File: src/ooo_pkg.sv
`default_nettype none

package ooo_pkg;

    localparam int xlen      = 32;
    localparam int arch_regs = 8;
    localparam int arn_w     = 3;

    // widest tag an operand slot can carry, so phys_regs <= 256
    localparam int prn_max_w = 8;

    typedef logic [xlen-1:0]  word_t;
    typedef logic [arn_w-1:0] arn_t;

    typedef enum logic [2:0] {
        alu_add,
        alu_sub,
        alu_and,
        alu_xor,
        alu_li
    } alu_op_t;

    typedef struct packed {
        logic [xlen-prn_max_w-1:0] pad;
        logic [prn_max_w-1:0]      prn;
    } tag_t;

    // rs operand slot, a value once ready, a producer tag before that
    typedef union packed {
        word_t value;
        tag_t  tag;
    } operand_t;

endpackage

`default_nettype wire
File: src/ooo.sv
`timescale 1ns/1ps
`default_nettype none

module ooo #(
    parameter int phys_regs = 32,
    parameter int rob_sz = 8,
    parameter int rs_sz = 4
)(
    input  logic                clock,
    input  logic                reset,
    input  logic                dispatch_valid,
    input  ooo_pkg::alu_op_t    dispatch_op,
    input  ooo_pkg::arn_t       dispatch_dest,
    input  ooo_pkg::arn_t       dispatch_src1,
    input  ooo_pkg::arn_t       dispatch_src2,
    input  ooo_pkg::word_t      dispatch_imm,
    output logic                dispatch_ready,
    output logic                commit_valid,
    output ooo_pkg::arn_t       commit_dest,
    output ooo_pkg::word_t      commit_value
);

    localparam int prn_w  = $clog2(phys_regs);
    localparam int robn_w = $clog2(rob_sz);

    logic alloc_en;
    logic rs_full;
    logic rob_full;

    logic [prn_w-1:0] src1_prn;
    logic [prn_w-1:0] src2_prn;
    logic [prn_w-1:0] dest_prn;
    logic [prn_w-1:0] dest_old_prn;
    logic [robn_w-1:0] tail_robn;

    ooo_pkg::word_t rd1_value;
    ooo_pkg::word_t rd2_value;
    logic rd1_ready;
    logic rd2_ready;

    ooo_pkg::operand_t op1;
    ooo_pkg::operand_t op2;
    logic op1_ready;
    logic op2_ready;

    logic                issue_valid;
    ooo_pkg::alu_op_t    issue_op;
    ooo_pkg::word_t      issue_a;
    ooo_pkg::word_t      issue_b;
    logic [prn_w-1:0]    issue_dest_prn;
    logic [robn_w-1:0]   issue_robn;

    logic                cdb_valid;
    logic [prn_w-1:0]    cdb_prn;
    logic [robn_w-1:0]   cdb_robn;
    ooo_pkg::word_t      cdb_value;

    logic [prn_w-1:0]    commit_prn;

    assign dispatch_ready = !reset && !rs_full && !rob_full;
    assign alloc_en       = dispatch_valid && dispatch_ready;

    // value if the source is ready, else the producer tag
    always_comb begin
        op1_ready = rd1_ready || (dispatch_op == ooo_pkg::alu_li);
        if (op1_ready) begin
            op1.value = rd1_value;
        end else begin
            op1.tag.pad = '0;
            op1.tag.prn = ooo_pkg::prn_max_w'(src1_prn);
        end
        op2_ready = rd2_ready || (dispatch_op == ooo_pkg::alu_li);
        if (dispatch_op == ooo_pkg::alu_li) begin
            op2.value = dispatch_imm;
        end else if (rd2_ready) begin
            op2.value = rd2_value;
        end else begin
            op2.tag.pad = '0;
            op2.tag.prn = ooo_pkg::prn_max_w'(src2_prn);
        end
    end

    rename_map #(.phys_regs(phys_regs)) rename_map_i (
        .clock(clock),
        .reset(reset),
        .rename_en(alloc_en),
        .src1(dispatch_src1),
        .src2(dispatch_src2),
        .dest(dispatch_dest),
        .commit_en(commit_valid),
        .commit_dest(commit_dest),
        .commit_prn(commit_prn),
        .src1_prn(src1_prn),
        .src2_prn(src2_prn),
        .dest_prn(dest_prn),
        .dest_old_prn(dest_old_prn)
    );

    prf #(.phys_regs(phys_regs)) prf_i (
        .clock(clock),
        .reset(reset),
        .rd1_prn(src1_prn),
        .rd2_prn(src2_prn),
        .cdb_valid(cdb_valid),
        .cdb_prn(cdb_prn),
        .cdb_value(cdb_value),
        .alloc_en(alloc_en),
        .alloc_prn(dest_prn),
        .commit_prn(commit_prn),
        .rd1_value(rd1_value),
        .rd2_value(rd2_value),
        .rd1_ready(rd1_ready),
        .rd2_ready(rd2_ready),
        .commit_value(commit_value)
    );

    rs #(.phys_regs(phys_regs), .rob_sz(rob_sz), .rs_sz(rs_sz)) rs_i (
        .clock(clock),
        .reset(reset),
        .alloc_en(alloc_en),
        .alloc_op(dispatch_op),
        .alloc_op1(op1),
        .alloc_op2(op2),
        .alloc_op1_ready(op1_ready),
        .alloc_op2_ready(op2_ready),
        .alloc_dest_prn(dest_prn),
        .alloc_robn(tail_robn),
        .cdb_valid(cdb_valid),
        .cdb_prn(cdb_prn),
        .cdb_value(cdb_value),
        .full(rs_full),
        .issue_valid(issue_valid),
        .issue_op(issue_op),
        .issue_a(issue_a),
        .issue_b(issue_b),
        .issue_dest_prn(issue_dest_prn),
        .issue_robn(issue_robn)
    );

    alu_cdb #(.phys_regs(phys_regs), .rob_sz(rob_sz)) alu_cdb_i (
        .clock(clock),
        .reset(reset),
        .issue_valid(issue_valid),
        .issue_op(issue_op),
        .issue_a(issue_a),
        .issue_b(issue_b),
        .issue_dest_prn(issue_dest_prn),
        .issue_robn(issue_robn),
        .cdb_valid(cdb_valid),
        .cdb_prn(cdb_prn),
        .cdb_robn(cdb_robn),
        .cdb_value(cdb_value)
    );

    // freed tag comes from the retirement map inside rename_map
    rob #(.phys_regs(phys_regs), .rob_sz(rob_sz)) rob_i (
        .clock(clock),
        .reset(reset),
        .alloc_en(alloc_en),
        .alloc_dest(dispatch_dest),
        .alloc_dest_prn(dest_prn),
        .alloc_old_prn(dest_old_prn),
        .cdb_valid(cdb_valid),
        .cdb_robn(cdb_robn),
        .full(rob_full),
        .tail_robn(tail_robn),
        .commit_valid(commit_valid),
        .commit_dest(commit_dest),
        .commit_prn(commit_prn),
        .commit_old_prn()
    );

endmodule

`default_nettype wire

File: src/rob.sv
`timescale 1ns/1ps
`default_nettype none

module rob #(
    parameter int phys_regs = 32,
    parameter int rob_sz = 8,
    localparam int prn_w = $clog2(phys_regs),
    localparam int robn_w = $clog2(rob_sz)
)(
    input  logic                clock,
    input  logic                reset,
    input  logic                alloc_en,
    input  ooo_pkg::arn_t       alloc_dest,
    input  logic [prn_w-1:0]    alloc_dest_prn,
    input  logic [prn_w-1:0]    alloc_old_prn,
    input  logic                cdb_valid,
    input  logic [robn_w-1:0]   cdb_robn,
    output logic                full,
    output logic [robn_w-1:0]   tail_robn,
    output logic                commit_valid,
    output ooo_pkg::arn_t       commit_dest,
    output logic [prn_w-1:0]    commit_prn,
    output logic [prn_w-1:0]    commit_old_prn
);

    localparam int cnt_w = $clog2(rob_sz + 1);

    ooo_pkg::arn_t    dest     [rob_sz];
    logic [prn_w-1:0] dest_prn [rob_sz];
    logic [prn_w-1:0] old_prn  [rob_sz];
    logic [rob_sz-1:0] done;
    logic [robn_w-1:0] head;
    logic [robn_w-1:0] tail;
    logic [cnt_w-1:0]  count;

    assign full           = (count == cnt_w'(rob_sz));
    assign tail_robn      = tail;
    assign commit_valid   = (count != '0) && done[head];
    assign commit_dest    = dest[head];
    assign commit_prn     = dest_prn[head];
    assign commit_old_prn = old_prn[head];

    always_ff @(posedge clock) begin
        if (reset) begin
            head  <= '0;
            tail  <= '0;
            count <= '0;
            done  <= '0;
        end else begin
            if (cdb_valid) begin
                done[cdb_robn] <= 1'b1;
            end
            if (alloc_en) begin
                dest[tail]     <= alloc_dest;
                dest_prn[tail] <= alloc_dest_prn;
                old_prn[tail]  <= alloc_old_prn;
                done[tail]     <= 1'b0;
                tail <= (tail == robn_w'(rob_sz - 1)) ? '0 : tail + 1'b1;
            end
            if (commit_valid) begin
                head <= (head == robn_w'(rob_sz - 1)) ? '0 : head + 1'b1;
            end
            count <= count + cnt_w'(alloc_en) - cnt_w'(commit_valid);
        end
    end

endmodule

`default_nettype wire

File: src/alu_cdb.sv
`timescale 1ns/1ps
`default_nettype none

module alu_cdb #(
    parameter int phys_regs = 32,
    parameter int rob_sz = 8,
    localparam int prn_w = $clog2(phys_regs),
    localparam int robn_w = $clog2(rob_sz)
)(
    input  logic                clock,
    input  logic                reset,
    input  logic                issue_valid,
    input  ooo_pkg::alu_op_t    issue_op,
    input  ooo_pkg::word_t      issue_a,
    input  ooo_pkg::word_t      issue_b,
    input  logic [prn_w-1:0]    issue_dest_prn,
    input  logic [robn_w-1:0]   issue_robn,
    output logic                cdb_valid,
    output logic [prn_w-1:0]    cdb_prn,
    output logic [robn_w-1:0]   cdb_robn,
    output ooo_pkg::word_t      cdb_value
);

    ooo_pkg::word_t result;

    always_comb begin
        case (issue_op)
            ooo_pkg::alu_add: result = issue_a + issue_b;
            ooo_pkg::alu_sub: result = issue_a - issue_b;
            ooo_pkg::alu_and: result = issue_a & issue_b;
            ooo_pkg::alu_xor: result = issue_a ^ issue_b;
            // immediate rides in operand b
            default:          result = issue_b;
        endcase
    end

    always_ff @(posedge clock) begin
        if (reset) begin
            cdb_valid <= 1'b0;
        end else begin
            cdb_valid <= issue_valid;
        end
        cdb_prn   <= issue_dest_prn;
        cdb_robn  <= issue_robn;
        cdb_value <= result;
    end

endmodule

`default_nettype wire

File: src/rs.sv
`timescale 1ns/1ps
`default_nettype none

module rs #(
    parameter int phys_regs = 32,
    parameter int rob_sz = 8,
    parameter int rs_sz = 4,
    localparam int prn_w = $clog2(phys_regs),
    localparam int robn_w = $clog2(rob_sz)
)(
    input  logic                clock,
    input  logic                reset,
    input  logic                alloc_en,
    input  ooo_pkg::alu_op_t    alloc_op,
    input  ooo_pkg::operand_t   alloc_op1,
    input  ooo_pkg::operand_t   alloc_op2,
    input  logic                alloc_op1_ready,
    input  logic                alloc_op2_ready,
    input  logic [prn_w-1:0]    alloc_dest_prn,
    input  logic [robn_w-1:0]   alloc_robn,
    input  logic                cdb_valid,
    input  logic [prn_w-1:0]    cdb_prn,
    input  ooo_pkg::word_t      cdb_value,
    output logic                full,
    output logic                issue_valid,
    output ooo_pkg::alu_op_t    issue_op,
    output ooo_pkg::word_t      issue_a,
    output ooo_pkg::word_t      issue_b,
    output logic [prn_w-1:0]    issue_dest_prn,
    output logic [robn_w-1:0]   issue_robn
);

    localparam int idx_w = (rs_sz > 1) ? $clog2(rs_sz) : 1;
    // age counts the younger entries still waiting
    localparam int age_w = $clog2(rs_sz) + 1;

    logic [rs_sz-1:0]  valid;
    logic [rs_sz-1:0]  op1_ready;
    logic [rs_sz-1:0]  op2_ready;
    ooo_pkg::alu_op_t  op       [rs_sz];
    ooo_pkg::operand_t op1      [rs_sz];
    ooo_pkg::operand_t op2      [rs_sz];
    logic [prn_w-1:0]  dest_prn [rs_sz];
    logic [robn_w-1:0] robn     [rs_sz];
    logic [age_w-1:0]  age      [rs_sz];

    logic [idx_w-1:0] sel_idx;
    logic [age_w-1:0] sel_age;
    logic [idx_w-1:0] free_idx;
    logic [ooo_pkg::prn_max_w-1:0] cdb_tag;

    assign cdb_tag = ooo_pkg::prn_max_w'(cdb_prn);
    assign full    = &valid;

    always_comb begin
        issue_valid = 1'b0;
        sel_idx     = '0;
        sel_age     = '0;
        for (int i = 0; i < rs_sz; i++) begin
            if (valid[i] && op1_ready[i] && op2_ready[i] &&
                    (!issue_valid || age[i] > sel_age)) begin
                issue_valid = 1'b1;
                sel_idx     = idx_w'(i);
                sel_age     = age[i];
            end
        end
        free_idx = '0;
        for (int i = rs_sz - 1; i >= 0; i--) begin
            if (!valid[i]) begin
                free_idx = idx_w'(i);
            end
        end
    end

    assign issue_op       = op[sel_idx];
    assign issue_a        = op1[sel_idx].value;
    assign issue_b        = op2[sel_idx].value;
    assign issue_dest_prn = dest_prn[sel_idx];
    assign issue_robn     = robn[sel_idx];

    always_ff @(posedge clock) begin
        if (reset) begin
            valid <= '0;
            for (int i = 0; i < rs_sz; i++) begin
                age[i] <= '0;
            end
        end else begin
            for (int i = 0; i < rs_sz; i++) begin
                age[i] <= age[i] + age_w'(alloc_en)
                        - age_w'(issue_valid && age[i] > sel_age);
                if (issue_valid && sel_idx == idx_w'(i)) begin
                    valid[i] <= 1'b0;
                end
                // wakeup, the tag is overwritten by the value
                if (cdb_valid && !op1_ready[i] && op1[i].tag.prn == cdb_tag) begin
                    op1[i].value <= cdb_value;
                    op1_ready[i] <= 1'b1;
                end
                if (cdb_valid && !op2_ready[i] && op2[i].tag.prn == cdb_tag) begin
                    op2[i].value <= cdb_value;
                    op2_ready[i] <= 1'b1;
                end
                if (alloc_en && free_idx == idx_w'(i)) begin
                    valid[i]     <= 1'b1;
                    age[i]       <= '0;
                    op[i]        <= alloc_op;
                    op1[i]       <= alloc_op1;
                    op2[i]       <= alloc_op2;
                    op1_ready[i] <= alloc_op1_ready;
                    op2_ready[i] <= alloc_op2_ready;
                    dest_prn[i]  <= alloc_dest_prn;
                    robn[i]      <= alloc_robn;
                end
            end
        end
    end

endmodule

`default_nettype wire

File: src/prf.sv
`timescale 1ns/1ps
`default_nettype none

module prf #(
    parameter int phys_regs = 32,
    localparam int prn_w = $clog2(phys_regs)
)(
    input  logic                clock,
    input  logic                reset,
    input  logic [prn_w-1:0]    rd1_prn,
    input  logic [prn_w-1:0]    rd2_prn,
    input  logic                cdb_valid,
    input  logic [prn_w-1:0]    cdb_prn,
    input  ooo_pkg::word_t      cdb_value,
    input  logic                alloc_en,
    input  logic [prn_w-1:0]    alloc_prn,
    input  logic [prn_w-1:0]    commit_prn,
    output ooo_pkg::word_t      rd1_value,
    output ooo_pkg::word_t      rd2_value,
    output logic                rd1_ready,
    output logic                rd2_ready,
    output ooo_pkg::word_t      commit_value
);

    ooo_pkg::word_t regs [phys_regs];
    logic [phys_regs-1:0] ready;
    logic rd1_hit;
    logic rd2_hit;

    // bypass so a value broadcast during rename is not missed
    assign rd1_hit   = cdb_valid && (cdb_prn == rd1_prn);
    assign rd2_hit   = cdb_valid && (cdb_prn == rd2_prn);
    assign rd1_value = rd1_hit ? cdb_value : regs[rd1_prn];
    assign rd2_value = rd2_hit ? cdb_value : regs[rd2_prn];
    assign rd1_ready = rd1_hit || ready[rd1_prn];
    assign rd2_ready = rd2_hit || ready[rd2_prn];

    assign commit_value = regs[commit_prn];

    always_ff @(posedge clock) begin
        if (reset) begin
            for (int i = 0; i < phys_regs; i++) begin
                regs[i] <= '0;
            end
            ready <= '1;
        end else begin
            if (cdb_valid) begin
                regs[cdb_prn]  <= cdb_value;
                ready[cdb_prn] <= 1'b1;
            end
            // a freshly allocated tag is never the one on the bus
            if (alloc_en) begin
                ready[alloc_prn] <= 1'b0;
            end
        end
    end

endmodule

`default_nettype wire

File: src/rename_map.sv
`timescale 1ns/1ps
`default_nettype none

module rename_map #(
    parameter int phys_regs = 32,
    localparam int prn_w = $clog2(phys_regs)
)(
    input  logic                clock,
    input  logic                reset,
    input  logic                rename_en,
    input  ooo_pkg::arn_t       src1,
    input  ooo_pkg::arn_t       src2,
    input  ooo_pkg::arn_t       dest,
    input  logic                commit_en,
    input  ooo_pkg::arn_t       commit_dest,
    input  logic [prn_w-1:0]    commit_prn,
    output logic [prn_w-1:0]    src1_prn,
    output logic [prn_w-1:0]    src2_prn,
    output logic [prn_w-1:0]    dest_prn,
    output logic [prn_w-1:0]    dest_old_prn
);

    localparam int fl_sz = phys_regs - ooo_pkg::arch_regs;
    localparam int fl_w  = $clog2(fl_sz);

    logic [prn_w-1:0] spec_map   [ooo_pkg::arch_regs];
    logic [prn_w-1:0] retire_map [ooo_pkg::arch_regs];
    logic [prn_w-1:0] free_list  [fl_sz];
    logic [fl_w-1:0]  fl_head;
    logic [fl_w-1:0]  fl_tail;
    logic [fl_w-1:0]  fl_head_next;
    logic [fl_w-1:0]  fl_tail_next;

    assign src1_prn     = spec_map[src1];
    assign src2_prn     = spec_map[src2];
    assign dest_prn     = free_list[fl_head];
    assign dest_old_prn = spec_map[dest];

    assign fl_head_next = (fl_head == fl_w'(fl_sz - 1)) ? '0 : fl_head + 1'b1;
    assign fl_tail_next = (fl_tail == fl_w'(fl_sz - 1)) ? '0 : fl_tail + 1'b1;

    always_ff @(posedge clock) begin
        if (reset) begin
            for (int i = 0; i < ooo_pkg::arch_regs; i++) begin
                spec_map[i]   <= prn_w'(i);
                retire_map[i] <= prn_w'(i);
            end
            for (int i = 0; i < fl_sz; i++) begin
                free_list[i] <= prn_w'(i + ooo_pkg::arch_regs);
            end
            fl_head <= '0;
            // list starts full, tail wraps onto head
            fl_tail <= '0;
        end else begin
            if (rename_en) begin
                spec_map[dest] <= free_list[fl_head];
                fl_head        <= fl_head_next;
            end
            if (commit_en) begin
                // in-order commit, so the retired mapping is the one being replaced
                retire_map[commit_dest] <= commit_prn;
                free_list[fl_tail]      <= retire_map[commit_dest];
                fl_tail                 <= fl_tail_next;
            end
        end
    end

endmodule

`default_nettype wire

File: config.mk
export PLATFORM = sky130hd
export DESIGN_NAME = ooo
export DESIGN_NICKNAME = d
export VERILOG_FILES = /design/src/ooo_pkg.sv /design/src/ooo.sv /design/src/rob.sv /design/src/alu_cdb.sv /design/src/rs.sv /design/src/prf.sv /design/src/rename_map.sv
export SDC_FILE = /design/constraint.sdc
export NUM_CORES = 2
export LEC_CHECK = 0
export BUFFER_PORTS_ARGS = -buffer_cell sky130_fd_sc_hd__buf_4
export CELL_PAD_IN_SITES_DETAIL_PLACEMENT = 0
export CELL_PAD_IN_SITES_GLOBAL_PLACEMENT = 1
export CORE_ASPECT_RATIO = 0.9
export CORE_MARGIN = 5
export CORE_UTILIZATION = 52
export DETAILED_ROUTE_END_ITERATION = 8
export MAX_ROUTING_LAYER = met4
export PLACE_DENSITY = 0.83
export SETUP_SLACK_MARGIN = 0.4
export SLEW_MARGIN = 40
export SYNTH_ARGS = -nofsm -noshare
export SYNTH_HDL_FRONTEND = slang
export SYNTH_SLANG_ARGS = --single-unit
File: constraint.sdc
create_clock -name clock -period 10.1 [get_ports clock]
set_clock_uncertainty 0.15 [all_clocks]
set_input_delay 0.505 -clock clock [delete_from_list [all_inputs] [get_ports clock]]
set_output_delay 0.505 -clock clock [all_outputs]
set_load 0.05 [all_outputs]
### Yosys cells after proc, flatten, opt, wreduce, memory -nomap -nowiden

Memory sizes are Yosys's and may differ from the RTL's. A register that Yosys moved wholly into a read port is not among the register bits.
Cells that the tools add are included.

| operators by class | value |
|---|---|
| magnitude comparators | 18 |
| bitwise operators | 25 |
| multiplexer cells | 178 |
| add/sub/neg operators | 16 |
| reduce and logical (&&, ||, !) cells | 108 |
| eq/ne operators | 25 |

Operator list:

| cell | number |
|---|---|
| two-way mux 32 bit | 17 |
| one-hot mux 32 bit (4 select lines) | 1 |
| two-way mux 1 bit | 97 |
| two-way mux 3 bit | 26 |
| bitwise AND 32 bit | 2 |
| == test 8 x 5 -> 1 bit | 8 |
| two-way mux 5 bit | 12 |
| logical AND 1 bit | 49 |
| adder 32 bit | 1 |
| inverter 32 bit | 1 |
| bitwise OR 32 bit | 1 |
| OR reduction 32 bit | 1 |
| subtractor 32 bit | 1 |
| XOR 32 bit | 1 |
| two-way mux 2 bit | 15 |
| OR reduction 5 bit | 6 |
| < comparator 5 x 6 -> 1 bit, second input constant | 4 |
| two-way mux 8 bit | 3 |
| nonzero test 2 bit | 12 |
| greater-than comparator 3 bit | 7 |
| OR reduction 3 bit | 6 |
| bitwise OR 1 bit | 16 |
| AND reduction 2 bit | 8 |
| zero test 1 bit | 14 |
| other kinds (30) | 61 |

| word-level totals | value |
|---|---|
| output and inout port bits | 37 |
| bits in registers | 105 |
| word-level logic and storage cells | 403 |
| RAM bits | 1600 |
| memories kept | 12 |
| input bits | 47 |

Memories:

| memory | words | width | rd ports | clocked after Yosys merged registers in | wr ports | RTL line | text |
|---|---|---|---|---|---|---|---|
| prf_i.regs | 32 | 32 | 3 | 0 | 32 | prf.sv:25 | `ooo_pkg::word_t regs [phys_regs];` |
| rs_i.op1 | 4 | 32 | 5 | 0 | 4 | rs.sv:41 | `ooo_pkg::operand_t op1 [rs_sz];` |
| rs_i.op2 | 4 | 32 | 5 | 0 | 4 | rs.sv:42 | `ooo_pkg::operand_t op2 [rs_sz];` |
| rename_map_i.free_list | 24 | 5 | 1 | 1 | 24 | rename_map.sv:28 | `logic [prn_w-1:0] free_list [fl_sz];` |
| rename_map_i.retire_map | 8 | 5 | 1 | 0 | 8 | rename_map.sv:27 | `logic [prn_w-1:0] retire_map [ooo_pkg::arch_regs];` |
| rename_map_i.spec_map | 8 | 5 | 2 | 0 | 8 | rename_map.sv:26 | `logic [prn_w-1:0] spec_map [ooo_pkg::arch_regs];` |
| +6 memories | - | - | - | - | - | - |  |

### Depth between registers and ports, before layout

| logic depth | value |
|---|---|
| depth after elaboration | 20 |
| depth in mapped cells | 45 |
| depth with buffers taken out | 39 |

### Modules after synthesis

From an unflattened synthesis, not the netlist that was laid out.

| second synthesis, totals | value |
|---|---|
| cell total of the unflattened synthesis | 7645 |
| area, all modules | 103311.6 µm² |

By module, submodules not included:

| module | area each (µm²) | cells an instance | seq. area each (µm²) | times used |
|---|---|---|---|---|
| prf | 64316.7 | 4174 | 31390.1 | 1 |
| rs | 16194.3 | 1528 | 9659.3 | 1 |
| rename_map | 12221.7 | 958 | 7507.2 | 1 |
| rob | 5013.6 | 274 | 3543.4 | 1 |
| alu_cdb | 4505.6 | 552 | 820.8 | 1 |
| ooo | 1059.8 | 159 | 0.0 | 1 |

### Worst setup path after synthesis

Ideal clock, no wire load.

| timing | value |
|---|---|
| path type | register -> register |
| start | reg rs_i.valid[0] |
| end | reg alu_cdb_i.cdb_value[31] |
| cell stages (with the launch flop) | 43 |
| period minus slack after synthesis | 8.902 ns |
| buffers on the path | 8 |
| data required time | 9.817 ns |
| library setup time | 0.133 ns |
| slack | 1.198 ns |
| arrival time | 8.619 ns |
| path through | dfxtp_1 and3_1 buf_6 nand2_1 ha_1 and3b_1 o211ai_2 nand2_1 clkbuf_1 nor2_1 a21oi_1 ha_1 nand3b_1 a32oi_1 o21a_1 clkbuf_1 buf_1 nor2_1 [... 7 more ...] o21ai_1 or3_1 clkbuf_1 buf_2 o21ai_0 inv_1 ha_1 nand2b_1 a21oi_1 o41ai_1 o21ai_0 a221o_1 a211oi_1 o2bb2ai_1 o21ai_0 or3_1 mux2i_1 a211oi_1 |

| on the way | value |
|---|---|
| cells in the longest elaborated chain, start to end | 18 |
| elaborated cells on any way between the ends | 35 |
| classes of those cells | add/sub (2); order compare (3); eq/ne (3); mux (10); bitwise (2); reduce/logical (12); memory (3) |

Ends and longest elaborated chain:

| what | RTL line | text |
|---|---|---|
| start: declaration | rs.sv:37 | `logic [rs_sz-1:0] valid;` |
| start signal: assignment | rs.sv:83 | `valid <= '0;` |
| start signal: indexed assignment | rs.sv:92 | `valid[i] <= 1'b0;` |
| start signal: indexed assignment | rs.sv:104 | `valid[i] <= 1'b1;` |
| logical AND 1 bit (*) (2 in series) | rs.sv:60 | `if (valid[i] && op1_ready[i] && op2_ready[i] &&` |
| two-way mux 3 bit / two-way mux 1 bit (equally long branches) | rs.sv:60 |  |
| greater-than comparator 3 bit / zero test 1 bit (equally long branches) | rs.sv:61 | `(!issue_valid \|\| age[i] > sel_age)) begin` |
| logical OR 1 bit | rs.sv:61 |  |
| logical AND 1 bit | rs.sv:60 |  |
| two-way mux 3 bit / two-way mux 1 bit (equally long branches) | rs.sv:60 |  |
| greater-than comparator 3 bit / zero test 1 bit (equally long branches) | rs.sv:61 |  |
| logical OR 1 bit | rs.sv:61 |  |
| [... 2 more ...] | - |  |
| greater-than comparator 3 bit / zero test 1 bit (equally long branches) | rs.sv:61 |  |
| logical OR 1 bit | rs.sv:61 |  |
| logical AND 1 bit | rs.sv:60 |  |
| two-way mux 2 bit (*) | rs.sv:60 |  |
| memory read (4 x 32 bit), or another cell as far along | - |  |
| subtractor 32 bit, or another cell as far along | alu_cdb.sv:29 | `ooo_pkg::alu_sub: result = issue_a - issue_b;` |
| one-hot mux 32 bit (4 select lines) (*) | alu_cdb.sv:27 | `case (issue_op)` |
| named net alu_cdb_i.result[31] | alu_cdb.sv:24 | `ooo_pkg::word_t result;` |
| end signal: assignment | alu_cdb.sv:45 | `cdb_value <= result;` |
| end: declaration | alu_cdb.sv:21 | `output ooo_pkg::word_t cdb_value` |

Mark *: on every way through the listed nets, which the timed path passes. The rest lies on a longest branch.
A chain may end at the register's enable or synchronous reset.

### Worst setup path in the final report

Ends and elaborated chain as after synthesis.

==> metrics <==
Crit Path Category=reg2reg; hold depth=5; Worst Path Arrival=9.81 ns; delay-heaviest family, CP=compound AO/OA/AOI/OAI gates; PortBufs=83; cell taking the most area after synthesis=edfxtp_1; area delta synth->final=10.0%; final wirelength=401 mm; critical path's most frequent cell=ha_1; setup TNS=0 ns; most frequent cell after synthesis=nand2_1; Tmin final=between 9 and 10 ns; Final #Nets=between 9000 and 10000; PwrDens=between 150 and 200 mW/mm2; Placeable Area=roughly 0.2 mm2; main area contributors after synthesis=edfxtp_1 47%, and2_1 7.9%, mux2i_1 7.0%; worst reg-to-reg path cell count=37; H-tree depth=4; largest net degree at the start of global routing=170; routability cong.=0.952; Root Buffer Master=clkbuf_16; r2r startpoint=rs_i.valid[0]; worst path required time=between 10 and 15 ns; Rows=between 150 and 200; Post-Syn Area=roughly 0.10 mm2; Die Area=0.210 mm2; Hold Slack=0.0448 ns; First-pass DRT Iterations=9; Least-Margin Pin Slew=1.05 ns; Ys Warns=0; crit-path max FO=14; Commonest cells post-synth=1858 x nand2_1, 1645 x edfxtp_1, 1312 x and2_1; critical path's slowest cell=nor4_4; WHS Endpoint=rs_i.op2[3][26]; WP buf/inv=3; post-route antenna net violation count=0; initial antenna violation count=29; vias per inst=6.89; Yosys cell types=96; status=finished clean; CTS Sinks=1761; Yosys reg bits=1761; Post-Synthesis Cells=a little over 10000; grt total ovfl=0; RSZ-0062 raised after global routing=false; vias=86870; Max-slew headroom=30.2%; DRC=0; leak pwr=about 43 nW; worst skew pair latency=between 0.8 and 0.9 ns; CP Launch Type=flop; Post-synth EDFFs=1645; Max-cap violations=0; final worst path period share=91.9%; # IOs=84; final slew viol count=0; Num CTS Buffers=189; Setup-failing EPs final=0; layout cells sized above 1=11.0%; Async S/R FF share, synth=0%; CP endpoint kind=flop; Clock Pin Slew Worst Setup and Hold Paths=0.06 ns; final hold vios=0; Die Ht=435 um; critical path's largest stage delay=0.45 ns; Avg WL per Cell=31.8 um; Post-Syn Area per Cell=~10 um2; Seq/Total Area, Yosys=49.6%; vias in the first global route=between 80000 and 90000; clock buffer depth=3; first-pass GRT wire length=567 mm; ys flop type=edfxtp_1; fmax=108 MHz; CTS tree=done; starting DRC count in detailed routing=14481; initial core utilization=52.1%; Die Wd=482 um; reg2reg end=alu_cdb_i.cdb_value[31]; share of the synthesized area in the top cell type=47.4%; critical hold path startpoint=dispatch_imm[26]; dpl hpwl=between 200 and 250 mm; reg2reg setup slack=around 0.82 ns; VDD IR max=0.000151 V; GRT Util Overall=a little under two fifths; worst min path class=in2reg
## where the power goes
| part | switching, W | internal [W] | total [W] | leakage, nW |
|---|---|---|---|---|
| sequential | 0.000378 | 0.00854 | 0.00892 | 17.1 |
| clock | 0.00309 | 0.00399 | 0.00708 | 2.97 |
| combinational | 0.00463 | 0.00208 | 0.00671 | 22.8 |
## worst reg2reg max path: cells and delay by family (launching register included)
| family | cells | cell delay (ns) |
|---|---|---|
| and+or+nand+nor | 10 | 2.17 |
| DFF | 1 | 0.42 |
| muxes | 2 | 0.43 |
| xor gates and xnor gates | 1 | 0.12 |
| AOI/OAI and AO/OA | 17 | 3.89 |
| buffers and inverters | 3 | 0.50 |
| adders and majority gates | 4 | 1.41 |
## repair_timing
item	CTS	global route
gates resized for setup	2	18
hold buffers	13	0
pin swaps	1	9
setup buffers	0	17
endpoints found under the setup margin	1	11
hold endpoints to repair	72	0
cloned	0	1
## through the flow
step	worst slack, ns	cell area, um2	utilization [%]	total power (W)	instances
floorplan	1.20	104000	-	0.0130	10131
global placement	0.288	107000	53.6	0.0153	12179
detailed placement	0.280	108000	53.9	0.0154	12200
CTS	0.411	114000	57.0	0.0224	12561
global route	0.349	115000	57.3	0.0234	12601
finish	0.818	115000	57.3	0.0227	12611
## logic make-up after synthesis
group                      Yosys count  share of synthesized area (%)
AOI/OAI and AO/OA                 1988                           12.9
xor gates and xnor gates           121                           1.02
adders and majority gates          114                           1.41
buffers and inverters             1038                           4.04
DFF                               1761                           49.6
muxes                              977                           11.9
other                                1                        0.00360
and+or+nand+nor                   4123                           19.2
## area by class of cell
type                       instances  area [um2]
sequential                      1761       51700
antenna                           23        57.6
clock inverter                   115        1190
fill                           16568       85500
multi-input combinational       7333       49700
inverter                          80         303
clock buffer                     233        4940
tap                             2686        3360
timing repair buffer             380        3500
## placed cells by master, fill, tap and decap left out, drive strengths merged, types with 81 or more instances in the layout
cell       n
ha       108
a311oi   190
o221ai    81
inv       91
nor3      95
a21oi    354
and2    1315
nand2   1859
a211oi   388
mux2i    727
edfxtp  1645
xnor2     97
and3     135
mux4     204
dfxtp    116
o21ai    322
nor2     352
buf      367
clkbuf   233
a31oi    230
a22oi    158
nand3    224
## flip-flops by register name, summed over array words and instances (netlist names), 5 cells and up, named ones only
register and count:
rob_i.done 8, rename_map_i.free_list 160, rs_i.dest_prn 20, rename_map_i.fl_tail 5, rs_i.op1 128, rename_map_i.spec_map 40
rename_map_i.retire_map 40, rs_i.op2 128, rs_i.robn 12, rob_i.dest_prn 40, rob_i.dest 24, alu_cdb_i.cdb_prn 5
rs_i.op 12, prf_i.ready 32, rename_map_i.fl_head 5, alu_cdb_i.cdb_value 32, rs_i.age 12, prf_i.regs 1024
## worst max-delay path by stage
stage	from	to	slack, ns	cells after the start
after floorplan	rs_i.valid[0]	alu_cdb_i.cdb_value[31]	1.20	42
after global placement	rs_i.valid[0]	alu_cdb_i.cdb_value[31]	0.29	36
after detailed placement	rs_i.valid[0]	alu_cdb_i.cdb_value[31]	0.28	36
after CTS	rs_i.valid[0]	alu_cdb_i.cdb_value[28]	0.41	33
after global routing	rs_i.valid[0]	alu_cdb_i.cdb_value[31]	0.35	38
final	rs_i.valid[0]	alu_cdb_i.cdb_value[31]	0.82	37
## metal layers
layer	vias to the layer above	GRT usage [%]	routed length (um)
met1	42184	49.3	148000
met5	-	-	0
met3	1537	11.6	58100
met2	6780	54.2	171000
met4	0	18.8	23400
li1	36369	-	-
No activity file was read; power rests on OpenSTA's default activity.
